### config.mk
export PLATFORM = sky130hd
export DESIGN_NAME = regFile
export DESIGN_NICKNAME = d
export VERILOG_FILES = /design/src/hw/wbPkg.sv /design/src/hw/regFile.sv
export VERILOG_INCLUDE_DIRS = /design/src /design/src/include
export SDC_FILE = /design/constraint.sdc
export NUM_CORES = 2
export LEC_CHECK = 0
export ABC_AREA = 0
export ABC_CLOCK_PERIOD_IN_PS = 3200
export BUFFER_PORTS_ARGS = -buffer_cell sky130_fd_sc_hd__buf_2
export CAP_MARGIN = 25
export CORE_MARGIN = 1
export CORE_UTILIZATION = 38
export DETAILED_ROUTE_END_ITERATION = 12
export PLACE_DENSITY_LB_ADDON = 0.08
export SKIP_LAST_GASP = 1
export SYNTH_ARGS = -nofsm -noshare
export SYNTH_HDL_FRONTEND = slang
export SYNTH_SLANG_ARGS = --single-unit
### constraint.sdc
create_clock -name clk -period 3.2 [get_ports clk]
set_clock_uncertainty 0.15 [all_clocks]
set_input_delay 0.16 -clock clk [delete_from_list [all_inputs] [get_ports clk]]
set_output_delay 0.16 -clock clk [all_outputs]
set_load 0.01 [all_outputs]
### src/include/wb_defs.svh
`ifndef WB_DEFS_SVH
`define WB_DEFS_SVH

// Machine word and register file size.
`define DATA_W 32
`define REG_N 32

// Writeback select codes.
`define WBSEL_ALU 2'd0
`define WBSEL_LOAD 2'd1
`define WBSEL_LINK 2'd2
`define WBSEL_MOVE 2'd3

// Exception code for a clean entry.
`define EXC_NONE 5'd0

// Load size codes, held in bits 1:0 of the load type.
`define LT_BYTE 2'd0
`define LT_HALF 2'd1
`define LT_WORD 2'd2
// Load type bit 2 set means sign extension.
`define LT_SIGN_BIT 2

// Bit positions inside the write type.
`define RW_GPR 2
`define RW_HI 1
`define RW_LO 0

`endif
### src/hw/wbPkg.sv
`include "wb_defs.svh"

package wbPkg;

    // Data or address word.
    typedef logic [`DATA_W-1:0] word_t;

    // General register index.
    typedef logic [$clog2(`REG_N)-1:0] regAddr_t;

    // Writeback source select, see the WBSEL codes.
    typedef logic [1:0] wbSel_t;

    // Load type.
    // Bit 2 is the sign flag, bits 1:0 the access size.
    typedef logic [2:0] loadType_t;

    // Write type.
    // Bit 2 writes the general register, bit 1 HI, bit 0 LO.
    typedef logic [2:0] regsWr_t;

    // Exception code, zero when the entry is clean.
    typedef logic [4:0] excCode_t;

endpackage

### src/hw/regFile.sv
`timescale 1ns/10ps
`include "wb_defs.svh"

module regFile
    import wbPkg::*;
(
    input  logic     clk,
    input  logic     rst,

    input  logic     rfWe,
    input  regAddr_t rfAddr,
    input  word_t    rfData,
    input  logic     hiWe,
    input  word_t    hiData,
    input  logic     loWe,
    input  word_t    loData,

    input  regAddr_t rsAddr,
    input  regAddr_t rtAddr,
    output word_t    rsData,
    output word_t    rtData,
    output word_t    hiOut,
    output word_t    loOut
);

    word_t regs [`REG_N];
    word_t hiReg;
    word_t loReg;

    // Entry 0 is never written, so it stays at its reset value.
    always_ff @(posedge clk or negedge rst) begin
        if (!rst) begin
            for (int i = 0; i < `REG_N; i++) begin
                regs[i] <= '0;
            end
            hiReg <= '0;
            loReg <= '0;
        end else begin
            if (rfWe && rfAddr != '0) begin
                regs[rfAddr] <= rfData;
            end
            if (hiWe) begin
                hiReg <= hiData;
            end
            if (loWe) begin
                loReg <= loData;
            end
        end
    end

    // Reads forward the write that commits at the coming edge.
    assign rsData = (rfWe && rfAddr != '0 && rfAddr == rsAddr) ? rfData : regs[rsAddr];
    assign rtData = (rfWe && rfAddr != '0 && rfAddr == rtAddr) ? rfData : regs[rtAddr];
    assign hiOut  = hiWe ? hiData : hiReg;
    assign loOut  = loWe ? loData : loReg;

    aZeroReg: assert property (@(posedge clk) disable iff (!rst)
        (rsAddr == '0) |-> (rsData == '0));

endmodule

==> out/qor.txt <==
Gr ovfl total = 0
Reg2Reg Depth = 2
Post-synth top flop = dfrtp_1
Initial core utilization = 38.4%
Area contributors post-synth = dfrtp_1 (48%), mux2_2 (21%), mux4_2 (19%), o22ai_1 (2.8%), mux4_1 (1.3%)
Later-pin clock latency in the skew report = 0.74 ns
Antenna violations before repair = 14
Leakage = 28.8 nW
Switching fraction of total power = 27.0%
VDD IR-drop max = 0.428 mV
Gr usage total = 26.5%
Sequential share of the synthesized area = 48.4%
First-pass GRT wire length = 288000 um
Area growth from synthesis to layout = 18.5%
RD Place Congestion = 0.811
CP endpoint = rtData[30]
Detail Route Antenna Nets = 0
Die Span X = 387 um
FP Rows = 140
Distinct cells, synth = 37
CP Data Required Time = 2.89 ns
Post-synth EDFFs = 0
Final #Nets = 4091
Max Clock Freq = 0.321 GHz
Synth Cell Area = 56200 um2
Bufs on Longest Clock Path = 3
Worst slew pin tran = 0.812 ns
Arrival @ worst endpoint = 2.81 ns
Sw Pwr = 11.1 mW
Power Internal = 30.0 mW
Worst path max stage delay = 0.61 ns
# fillers = 12700
Yosys top cell area share = 48.4%
Crit path cell chain = mux4_2 -> o22ai_1 -> or4_1 -> o21ai_1 -> buf_2
Largest net degree at the start of global routing = 111
FF-to-FF Start = loReg[11]
H-tree depth = 4
Avg Cell Area, Syn = 15.5 um2
Routed WL per cell = 32.8 um
Crit. path cell count = 5
Post-DP HPWL = 119000 um
Via Count = 36700
CP Buf/Inv Count = 1
Clk sink count = 1088
Final hold violation count = 0
Sequential power share = 44.3%
FF-to-FF setup slack = 1.70 ns
Worst rel slew slack = 45.8%
Die area = 149000 um2
Yosys reg bits = 1088
Initial DRC Count = 3005
Vias in the first global route = 39800
MaxCap Viol Count = 0
Vias per inst = 6.13
Hold Path Class = input pin to flop
Yosys warnings = 0
Crit path from = regs[1022]
Status = complete, no violations
Total Power = 41.0 mW
Clock power frac = 36.1%
Worst Setup End Kind = primary output
CTS tree = yes
Area of the multi-input gates = 26900 um2
Drc violations = 0
Num ports = 244
Clock-pin slew on the worst setup and hold paths = 0.05 ns
Pwr per Cell Area = 616 nW/um2
Synth Instances = 3619
Logic gate share of total power = 19.6%
Setup bufs post-CTS = 0
CTS Root Cell = clkbuf_16
Setup TNS = 0 ns
Max Slew Vio Count = 0
Routed wire length = 196000 um
Worst-path fanout max = 3
Tmin final = 3.12 ns
Final setup vio count = 0
Largest delay share family, worst path = simple AND/OR/NAND/NOR gates
Worst Setup Path Type = flop to primary output
Core area = 146000 um2
Fraction of registers with async set/reset = 100%
Sequential cell area = 27200 um2
Layout cell share with drive strength beyond 1 = 55.0%
Unrepaired setup endpoints after global routing = false
CP Launch Type = flop
Die Height = 387 um
Port Buffers = 243
Post-Synthesis Net Count = 3735
Slowest-stage cell, CP = or4_1
Crit share post-route = 97.4%
Top cell type by total area after synthesis = dfrtp_1
CTS Buf Count = 134
Reg-to-reg endpoint = loReg[11]
Initial DRT Pass Iterations = 6
-- cells by family after synthesis --
logic type | synth area share, %
buffers and inverters | 4.08
multiplexers | 41.9
XOR/XNOR | 0.156
AO/OA/AOI/OAI | 3.44
flip-flops | 48.4
AND/OR/NAND/NOR | 2.02
-- per-stage QoR --
step	setup slack [ns]	area, um2	hold slack (ns)	instances	utilization [%]
CTS	0.00249	66600	0.0769	5989	45.5
detailed placement	-0.0480	60500	0.0512	5566	41.3
global placement	-0.0304	60500	0.0488	5566	41.3
global route	0.0532	66600	0.137	5990	45.5
floorplan	1.19	56200	-0.286	3619	-
finish	0.0833	66600	0.140	5993	45.6
-- what timing repair did --
item / CTS / global route
resized for setup: 1 / 0
endpoints found under the setup margin: 1 / 0
endpoints found under the hold margin: 2040 / 0
hold buffers: 190 / 0
-- placed cells by master, fill, tap and decap left out, types with 3 or more instances in the layout --
cell type,count
dfrtp_1,1088
mux2_2,1058
mux4_2,483
o22ai_1,252
buf_2,238
dlygate4sd3_1,189
clkbuf_16,137
buf_4,124
buf_12,86
nand2_1,64
or4_1,63
o21ai_1,63
clkbuf_1,33
mux4_1,27
clkbuf_8,27
clkinv_2,19
nor2_4,16
nand3b_1,10
nand2_2,10
inv_6,9
nand2_4,8
nor2_1,7
xnor2_1,6
buf_8,5
diode_2,4
nand3_1,4
xor2_1,4
mux2i_1,4
or3b_2,4
nor3b_1,4
bufinv_16,3
-- flip-flops by register name, summed over array words and instances (netlist names) --
| register | flops |
|---|---|
| loReg | 32 |
| hiReg | 32 |
| regs | 1024 |
-- routing by layer --
layer  part of all wire [%]  global-route usage, %
met4                    2.7                   7.79
met2                     48                   42.4
met1                     44                   36.8
met3                    5.8                   4.78
met5                  0.041                      0
-- worst min-delay path, stage by stage --
cell	delay (ns)
buf_2	0.19
nor3b_1	0.16
nand2_2	0.28
mux2_2	0.21
-- worst min path at each step --
stage / slack (ns) / depth (start not counted) / to / startpoint
3_3_place_gp: 0.05 / 1 / regs[902] / rst
5_1_grt: 0.14 / 3 / regs[869] / rst
4_1_cts: 0.08 / 4 / regs[764] / rfAddr[1]
6_report: 0.14 / 4 / regs[764] / rfAddr[1]
3_5_place_dp: 0.05 / 1 / regs[902] / rst
2_1_floorplan: -0.29 / 0 / hiReg[0] / rst
-- cell usage after synthesis, types with 3 or more instances --
cell	number
nand3_1	6
mux4_1	27
nand3b_1	10
o21ai_1	63
buf_2	131
clkbuf_4	3
o22ai_1	252
mux2i_1	4
xor2_1	4
xnor2_1	6
clkbuf_1	179
nand2_1	82
nor2_1	23
buf_6	36
buf_1	52
buf_4	5
dfrtp_1	1088
or3b_2	4
buf_12	12
mux2_2	1058
buf_8	4
mux4_2	483
nor3b_1	4
or4_1	63
-- area by class of cell --
cell class / count / area share [%]
Antenna cell: 4 / 0.0150
Sequential cell: 1088 / 40.9
Clock inverter: 36 / 0.481
Inverter: 2 / 0.0113
Clock buffer: 197 / 5.89
Multi-Input combinational cell: 2107 / 40.4
Tap cell: 1917 / 3.60
Timing Repair Buffer: 642 / 8.72
-- power by group through the flow --
stage                     clock, mW  combinational (mW)  sequential, mW
after CTS                      15.2                8.12            18.1
after floorplan                   0                5.86            17.6
final                          14.8                8.04            18.2
after global placement            0                7.63            18.0
after global routing           15.7                8.60            18.5
after detailed placement          0                7.84            18.3
Note: power is estimated with default switching activity, not from simulation.
