## src/include/wb_defs.svh

```systemverilog
`ifndef WB_DEFS_SVH
`define WB_DEFS_SVH

// Machine word and register file size.
`define DATA_W 32
`define REG_N 32

// Writeback select codes.
`define WBSEL_ALU 2'd0
`define WBSEL_LOAD 2'd1
`define WBSEL_LINK 2'd2
`define WBSEL_MOVE 2'd3

// Exception code for a clean entry.
`define EXC_NONE 5'd0

// Load size codes, held in bits 1:0 of the load type.
`define LT_BYTE 2'd0
`define LT_HALF 2'd1
`define LT_WORD 2'd2
// Load type bit 2 set means sign extension.
`define LT_SIGN_BIT 2

// Bit positions inside the write type.
`define RW_GPR 2
`define RW_HI 1
`define RW_LO 0

`endif
```

## src/hw/wbPkg.sv

```systemverilog
`include "wb_defs.svh"

package wbPkg;

    // Data or address word.
    typedef logic [`DATA_W-1:0] word_t;

    // General register index.
    typedef logic [$clog2(`REG_N)-1:0] regAddr_t;

    // Writeback source select, see the WBSEL codes.
    typedef logic [1:0] wbSel_t;

    // Load type.
    // Bit 2 is the sign flag, bits 1:0 the access size.
    typedef logic [2:0] loadType_t;

    // Write type.
    // Bit 2 writes the general register, bit 1 HI, bit 0 LO.
    typedef logic [2:0] regsWr_t;

    // Exception code, zero when the entry is clean.
    typedef logic [4:0] excCode_t;

endpackage

```

## src/hw/wbStage.sv

```systemverilog
`timescale 1ns/10ps
`include "wb_defs.svh"

module wbStage
    import wbPkg::*;
(
    input  logic      clk,
    input  logic      rst,

    input  word_t     wbAluOut,
    input  word_t     wbHi,
    input  word_t     wbLo,
    input  word_t     wbPc,
    input  wbSel_t    wbWbSel,
    input  regAddr_t  wbDst,
    input  loadType_t wbLoadType,
    input  word_t     wbDmOut,
    input  word_t     wbOutB,
    input  regsWr_t   wbRegsWr,
    input  excCode_t  wbExcCode,
    input  logic      wbInDelaySlot,

    output logic      rfWe,
    output regAddr_t  rfAddr,
    output word_t     rfData,
    output logic      hiWe,
    output word_t     hiData,
    output logic      loWe,
    output word_t     loData,
    output logic      excValid,
    output excCode_t  excCode,
    output word_t     excEpc
);

    logic [7:0]  loadByte;
    logic [15:0] loadHalf;
    logic        loadSigned;
    word_t       loadData;

    assign loadSigned = wbLoadType[`LT_SIGN_BIT];

    // Byte lanes are picked by the low address bits (little endian).
    always_comb begin
        case (wbAluOut[1:0])
            2'd0:    loadByte = wbDmOut[7:0];
            2'd1:    loadByte = wbDmOut[15:8];
            2'd2:    loadByte = wbDmOut[23:16];
            default: loadByte = wbDmOut[31:24];
        endcase
        loadHalf = wbAluOut[1] ? wbDmOut[31:16] : wbDmOut[15:0];
    end

    always_comb begin
        case (wbLoadType[1:0])
            `LT_BYTE: loadData = {{(`DATA_W-8){loadSigned & loadByte[7]}}, loadByte};
            `LT_HALF: loadData = {{(`DATA_W-16){loadSigned & loadHalf[15]}}, loadHalf};
            default:  loadData = wbDmOut;
        endcase
    end

    // Value for the general register file.
    always_comb begin
        case (wbWbSel)
            `WBSEL_ALU:  rfData = wbAluOut;
            `WBSEL_LOAD: rfData = loadData;
            // Return address skips the delay slot.
            `WBSEL_LINK: rfData = wbPc + 32'd8;
            default:     rfData = wbOutB;
        endcase
    end

    assign excValid = (wbExcCode != `EXC_NONE);
    assign excCode  = wbExcCode;
    // Restart at the branch when the faulting instruction sits in its slot.
    assign excEpc   = wbInDelaySlot ? wbPc - 32'd4 : wbPc;

    // An excepting instruction must not change architectural state.
    assign rfWe   = wbRegsWr[`RW_GPR] & ~excValid;
    assign hiWe   = wbRegsWr[`RW_HI] & ~excValid;
    assign loWe   = wbRegsWr[`RW_LO] & ~excValid;
    assign rfAddr = wbDst;
    assign hiData = wbHi;
    assign loData = wbLo;

    // Halfword loads arrive at even offsets.
    aHalfAligned: assert property (@(posedge clk) disable iff (!rst)
        (rfWe && wbWbSel == `WBSEL_LOAD && wbLoadType[1:0] == `LT_HALF) |-> !wbAluOut[0]);

endmodule

```

## config.mk

```make
export PLATFORM = sky130hd
export DESIGN_NAME = wbStage
export DESIGN_NICKNAME = d
export VERILOG_FILES = /design/src/hw/wbPkg.sv /design/src/hw/wbStage.sv
export VERILOG_INCLUDE_DIRS = /design/src /design/src/include
export SDC_FILE = /design/constraint.sdc
export NUM_CORES = 1
export LEC_CHECK = 0
export BUFFER_PORTS_ARGS = -buffer_cell sky130_fd_sc_hd__clkbuf_2
export CELL_PAD_IN_SITES_DETAIL_PLACEMENT = 1
export CELL_PAD_IN_SITES_GLOBAL_PLACEMENT = 1
export CORE_AREA = 2 2 136 138
export DETAILED_ROUTE_END_ITERATION = 8
export DIE_AREA = 0 0 138 140
export PLACE_DENSITY_LB_ADDON = 0.1
export SLEW_MARGIN = 20
export SYNTH_ARGS = -nofsm -noshare
export SYNTH_HDL_FRONTEND = slang
export SYNTH_SLANG_ARGS = --single-unit
```

## constraint.sdc

```tcl
create_clock -name vclk -period 5.4
set_input_delay 1.08 -clock vclk [all_inputs]
set_output_delay 1.08 -clock vclk [all_outputs]
set_load 0.05 [all_outputs]
```

==> metrics.txt, run 1 <==
DR vias=around 4k; sequential fraction of the synthesis area=0%; Reg power frac=0%; die width=138 um; cells taking the most area after synthesis=buf_4 (17%), xor2_1 (8.2%), nor2_1 (5.8%), a21oi_1 (5.3%), o21ai_0 (5.0%); Cell Pwr Density=113 nW/um2; crit-path cells=clkbuf_2 -> mux4_2 -> and3_1 -> a2111oi_0 -> o22ai_1 -> clkbuf_2; hold crit path type=input pin to output pin; routability-driven placement congestion ratio=0.815; first-pass GRT wire length=26.3 mm; crit-path max FO=26; worst vdd ir=between 0.03 and 0.04 mV; status=completed; routed length per instance=~21 um; Inst Count DP=~850; maxcap violations=0; FF/Latch Area=0 um2; Setup CP Type=input pin to output pin; post-synth top area share=approximately 17%; Worst Max-Slew Pin Slew=0.773 ns; grt total ovfl=0; synth unique cells=a little over 60; RSZ-0062 raised after global routing=false; initial antenna violation count=1; max-slew violation count=0; Worst path slowest cell=mux4_2; Top Usage Layer GRT=met2; clock buffer count=0; area grow syn2layout=19.9%; # IOs=~360; post-layout net count=~840; routing usage on met1=22.5%; Initial Util=about a fifth; met2 Use GR=28.9%; CP most frequent cell=clkbuf_2; switching part of the total=a little under three quarters; final hold viol count=0; Clk pwr share=0%; post-route insts no fill=between 800 and 900; Post-CTS Repair Setup Buffers=0; commonest non-fill, non-tap cells in the layout=clkbuf_2 (215), nor2_1 (51), nand2_1 (36); Ant. Diodes=0; die area=approximately 19000 um2; most common cell after layout, fill and taps aside=clkbuf_2; largest area contributor in the netlist=buf_4; total track usage=between 10% and 20%; vias in the first global route=about 4.3k; number of DRC markers in iteration 0=157; CP Capture Type=output pin; Antenna Violating Nets Remaining=0; row cnt=just under 50; largest net degree at the start of global routing=33; warnings from Yosys=0; layout cells sized above 1=39.1%; combinational fraction of design power=100.0%; fmax=223 MHz; Layout fillers=2288; dpl hpwl=between 15 and 20 mm; Leak Pwr=about 1.8 nW; # DRC=0; min Tclk post-route=4.49 ns; Setup Viol. Count Final=0; fin crit share=83.2%; IO buf count=215; GR Util met3=3.04%; sw power=321 uW; Cells after Synth=511; Critical Path Max Stage Delay=0.63 ns; Internal=~130 uW; Slew HR=between 40% and 50%; Die Ht=around 140 um; # hold bufs at CTS=0; FF+latch count=0; Hold WS=2.16 ns; WL final=17.6 mm; Pwr Total=approximately 450 uW; Core Util, Final=22.4%; Core Footprint=around 18000 um2; Critical Path Source Type=input pin; Post-Syn Nets=approximately 730; Fin Setup TNS=0 ns; syn avg cell area=6.51 um2; via density per instance=4.80; WP data arrival=3.41 ns; worst endpoint required time=about 4.3 ns; Initial DRT Pass Iterations=4; Mapped Area=3330 um2; post-cts repair resize count=0
-- worst max-delay path: cells and delay by family --
kind	cells	cell delay, ns
AOI/OAI and AO/OA	2	0.73
buffers and inverters	2	0.77
muxes	1	0.63
and+or+nand+nor	1	0.20
-- area by class of cell --
cell class / instances / area, um2 / share of cell area [%]
Multi-Input combinational cell: 382 / 2530 / 63.4
Timing Repair Buffer: 221 / 1120 / 28.1
Tap cell: 229 / 287 / 7.18
Inverter: 14 / 52.6 / 1.32
-- power groups by stage --
stage | registers (mW) | logic, mW | clock network [mW]
after floorplan | 0 | 0.438 | 0
after global placement | 0 | 0.455 | 0
after detailed placement | 0 | 0.455 | 0
after CTS | 0 | 0.457 | 0
after global routing | 0 | 0.482 | 0
final | 0 | 0.450 | 0
-- synth_stat cells (5+ instances only) --
master,instances
nor2_1,51
nand2_1,36
mux4_2,5
and4_1,6
xor2_1,31
inv_1,13
and3_1,11
o21ai_0,33
nor3_1,13
nor3b_1,5
a31oi_1,5
mux2i_1,8
nand3_1,18
a211oi_1,6
xnor2_1,18
and2_1,6
a21oi_1,35
buf_4,77
nor4_1,7
clkbuf_1,21
nand4_1,9
nor2b_1,6
buf_2,12
a221oi_1,9
-- worst paths after layout --
path	cells past startpoint	startpoint	end	slack (ns)
setup / recovery	6	wbAluOut[1]	rfData[15]	0.91
hold / removal	0	wbHi[16]	hiData[16]	2.16
-- per-stage QoR --
step / area, um2 / worst slack [ns]
final: 3990 / 0.907
after global routing: 3990 / 0.729
after CTS: 3990 / 0.813
after detailed placement: 3990 / 0.817
after global placement: 3990 / 0.859
after floorplan: 3330 / 0.987
-- routing by layer --
metal | routed length (um) | vias up
met1 | 7830 | 1886
met5 | 0 | -
met2 | 8220 | 168
met3 | 1080 | 28
li1 | - | 1976
met4 | 456 | 0
-- logic make-up (layout without fill, tap and decap cells) --
logic type      Yosys count  after routing  share of synthesized area, %
buf+inv                 129            235                          24.0
xor+xnor                 49             49                          12.9
fa+ha+maj                 4              4                          1.50
compound gates          121            121                          23.5
simple gates            192            192                          31.3
mux                      16             16                          6.81
Power figures use the tool's default switching activity.
==> run 2: changes to the inputs <==
--- a/config.mk
+++ b/config.mk
@@ -9,9 +9,9 @@
 export BUFFER_PORTS_ARGS = -buffer_cell sky130_fd_sc_hd__clkbuf_2
 export CELL_PAD_IN_SITES_DETAIL_PLACEMENT = 1
 export CELL_PAD_IN_SITES_GLOBAL_PLACEMENT = 1
-export CORE_AREA = 2 2 136 138
+export CORE_AREA = 2 2 138 140
 export DETAILED_ROUTE_END_ITERATION = 8
-export DIE_AREA = 0 0 138 140
+export DIE_AREA = 0 0 140 142
 export PLACE_DENSITY_LB_ADDON = 0.1
 export SLEW_MARGIN = 20
 export SYNTH_ARGS = -nofsm -noshare
==> constraint.sdc (replaced) <==
create_clock -name vclk -period 4.56
set_input_delay 0.912 -clock vclk [all_inputs]
set_output_delay 0.912 -clock vclk [all_outputs]
set_load 0.05 [all_outputs]
==> metrics.txt, run 2 (synthesis gave the netlist of run 1 again) <==
clock buffer count=0; DR top layer=met5; worst endpoint required time=between 3 and 4 ns; met2 wire length=between 8 and 9 mm; Ant. Diodes=0; routability-driven placement congestion ratio=0.839; CP Capture Type=output pin; Die Ht=142 um; min Tclk post-route=~3.9 ns; maxcap violations=0; fmax=~260 MHz; Post-CTS Repair Setup Buffers=0; FF/Latch Area=0 um2; crit-path max FO=9; fin crit share=a little under nine tenths; max-slew violation count=0; most common cell after layout, fill and taps aside=clkbuf_2; post-cts repair resize count=0; layout cells sized above 1=about two fifths; routed length on met3=roughly 1.1 mm; die area=about 20000 um2; largest net degree at the start of global routing=26; Initial DRT Pass Iterations=9; # IOs=around 360; DR vias=4127; # hold bufs at CTS=0; status=finished, violations left; Core Footprint=18500 um2; hold crit path type=input pin to output pin; Critical Path Source Type=input pin; WL final=between 15 and 20 mm; WP data arrival=between 2 and 3 ns; number of DRC markers in iteration 0=207; row cnt=50; total track usage=16.4%; routed length per instance=20.1 um; failing checks=DRC; Layout fillers=about 2.3k; Initial Util=18.0%; Setup CP Type=input pin to output pin; Core Util, Final=21.9%; via density per instance=4.82; first-pass GRT wire length=about 26 mm; Fin Setup TNS=0 ns; Worst Max-Slew Pin Slew=~0.79 ns; vias in the first global route=around 4.4k; Slew HR=47.5%; IO buf count=roughly 220; dpl hpwl=approximately 15 mm; FF+latch count=0; area grow syn2layout=21.2%; # DRC=19; post-layout net count=around 840; Setup Viol. Count Final=0; worst vdd ir=around 0.040 mV; final hold viol count=0; Cell Pwr Density=133 nW/um2; commonest non-fill, non-tap cells in the layout=clkbuf_2 (215), nor2_1 (51), nand2_1 (36); grt total ovfl=0; Metal-1 WL=around 7.6 mm; initial antenna violation count=1; RSZ-0062 raised after global routing=false; Antenna Violating Nets Remaining=0; Leak Pwr=1.86 nW; die width=140 um
==> run 2: changes by cell type in the layout (fill, tap and decap cells not counted), sizes merged <==
cell and change:
buf +5
==> run 2: final timing paths <==
check                    start    endpoint  slack [ns]  cells past startpoint
worst max-delay path   wbPc[9]  rfData[22]        0.66                      7
worst min-delay path  wbHi[23]  hiData[23]        1.82                      0
==> run 2: final cells by class <==
type	instances	area [um2]	area share (%)
repair buffers	226	1160	28.7
inverters	14	52.6	1.30
multi-input cells	382	2530	62.7
well taps	234	293	7.26
==> run 2: power by group <==
part,switching [mW],internal (mW)
clock,0,0
combinational,0.380,0.156
sequential,0,0
total,0.380,0.156
==> run 2: layer usage <==
metal / GRT usage [%] / vias up
met5: 0 / -
met4: 3.14 / 2
met3: 2.25 / 31
met2: 29.0 / 194
met1: 21.6 / 1918
li1: - / 1982
==> run 2: critical path, stage by stage <==
cell	delay, ns
clkbuf_2	0.19
nand3_1	0.28
nor3_2	0.55
nand4_1	0.18
xor2_1	0.21
a211oi_1	0.32
clkbuf_2	0.33
==> run 2: stage by stage <==
step                      setup WS, ns  area (um2)  hold slack [ns]  std cells  power [mW]
after global routing             0.467        4030             1.82        856       0.575
after global placement           0.684        4030             1.82        856       0.540
final                            0.656        4030             1.82        856       0.536
after CTS                        0.633        4030             1.82        856       0.543
after floorplan                  0.483        3330             1.99        511       0.518
after detailed placement         0.633        4030             1.82        856       0.541
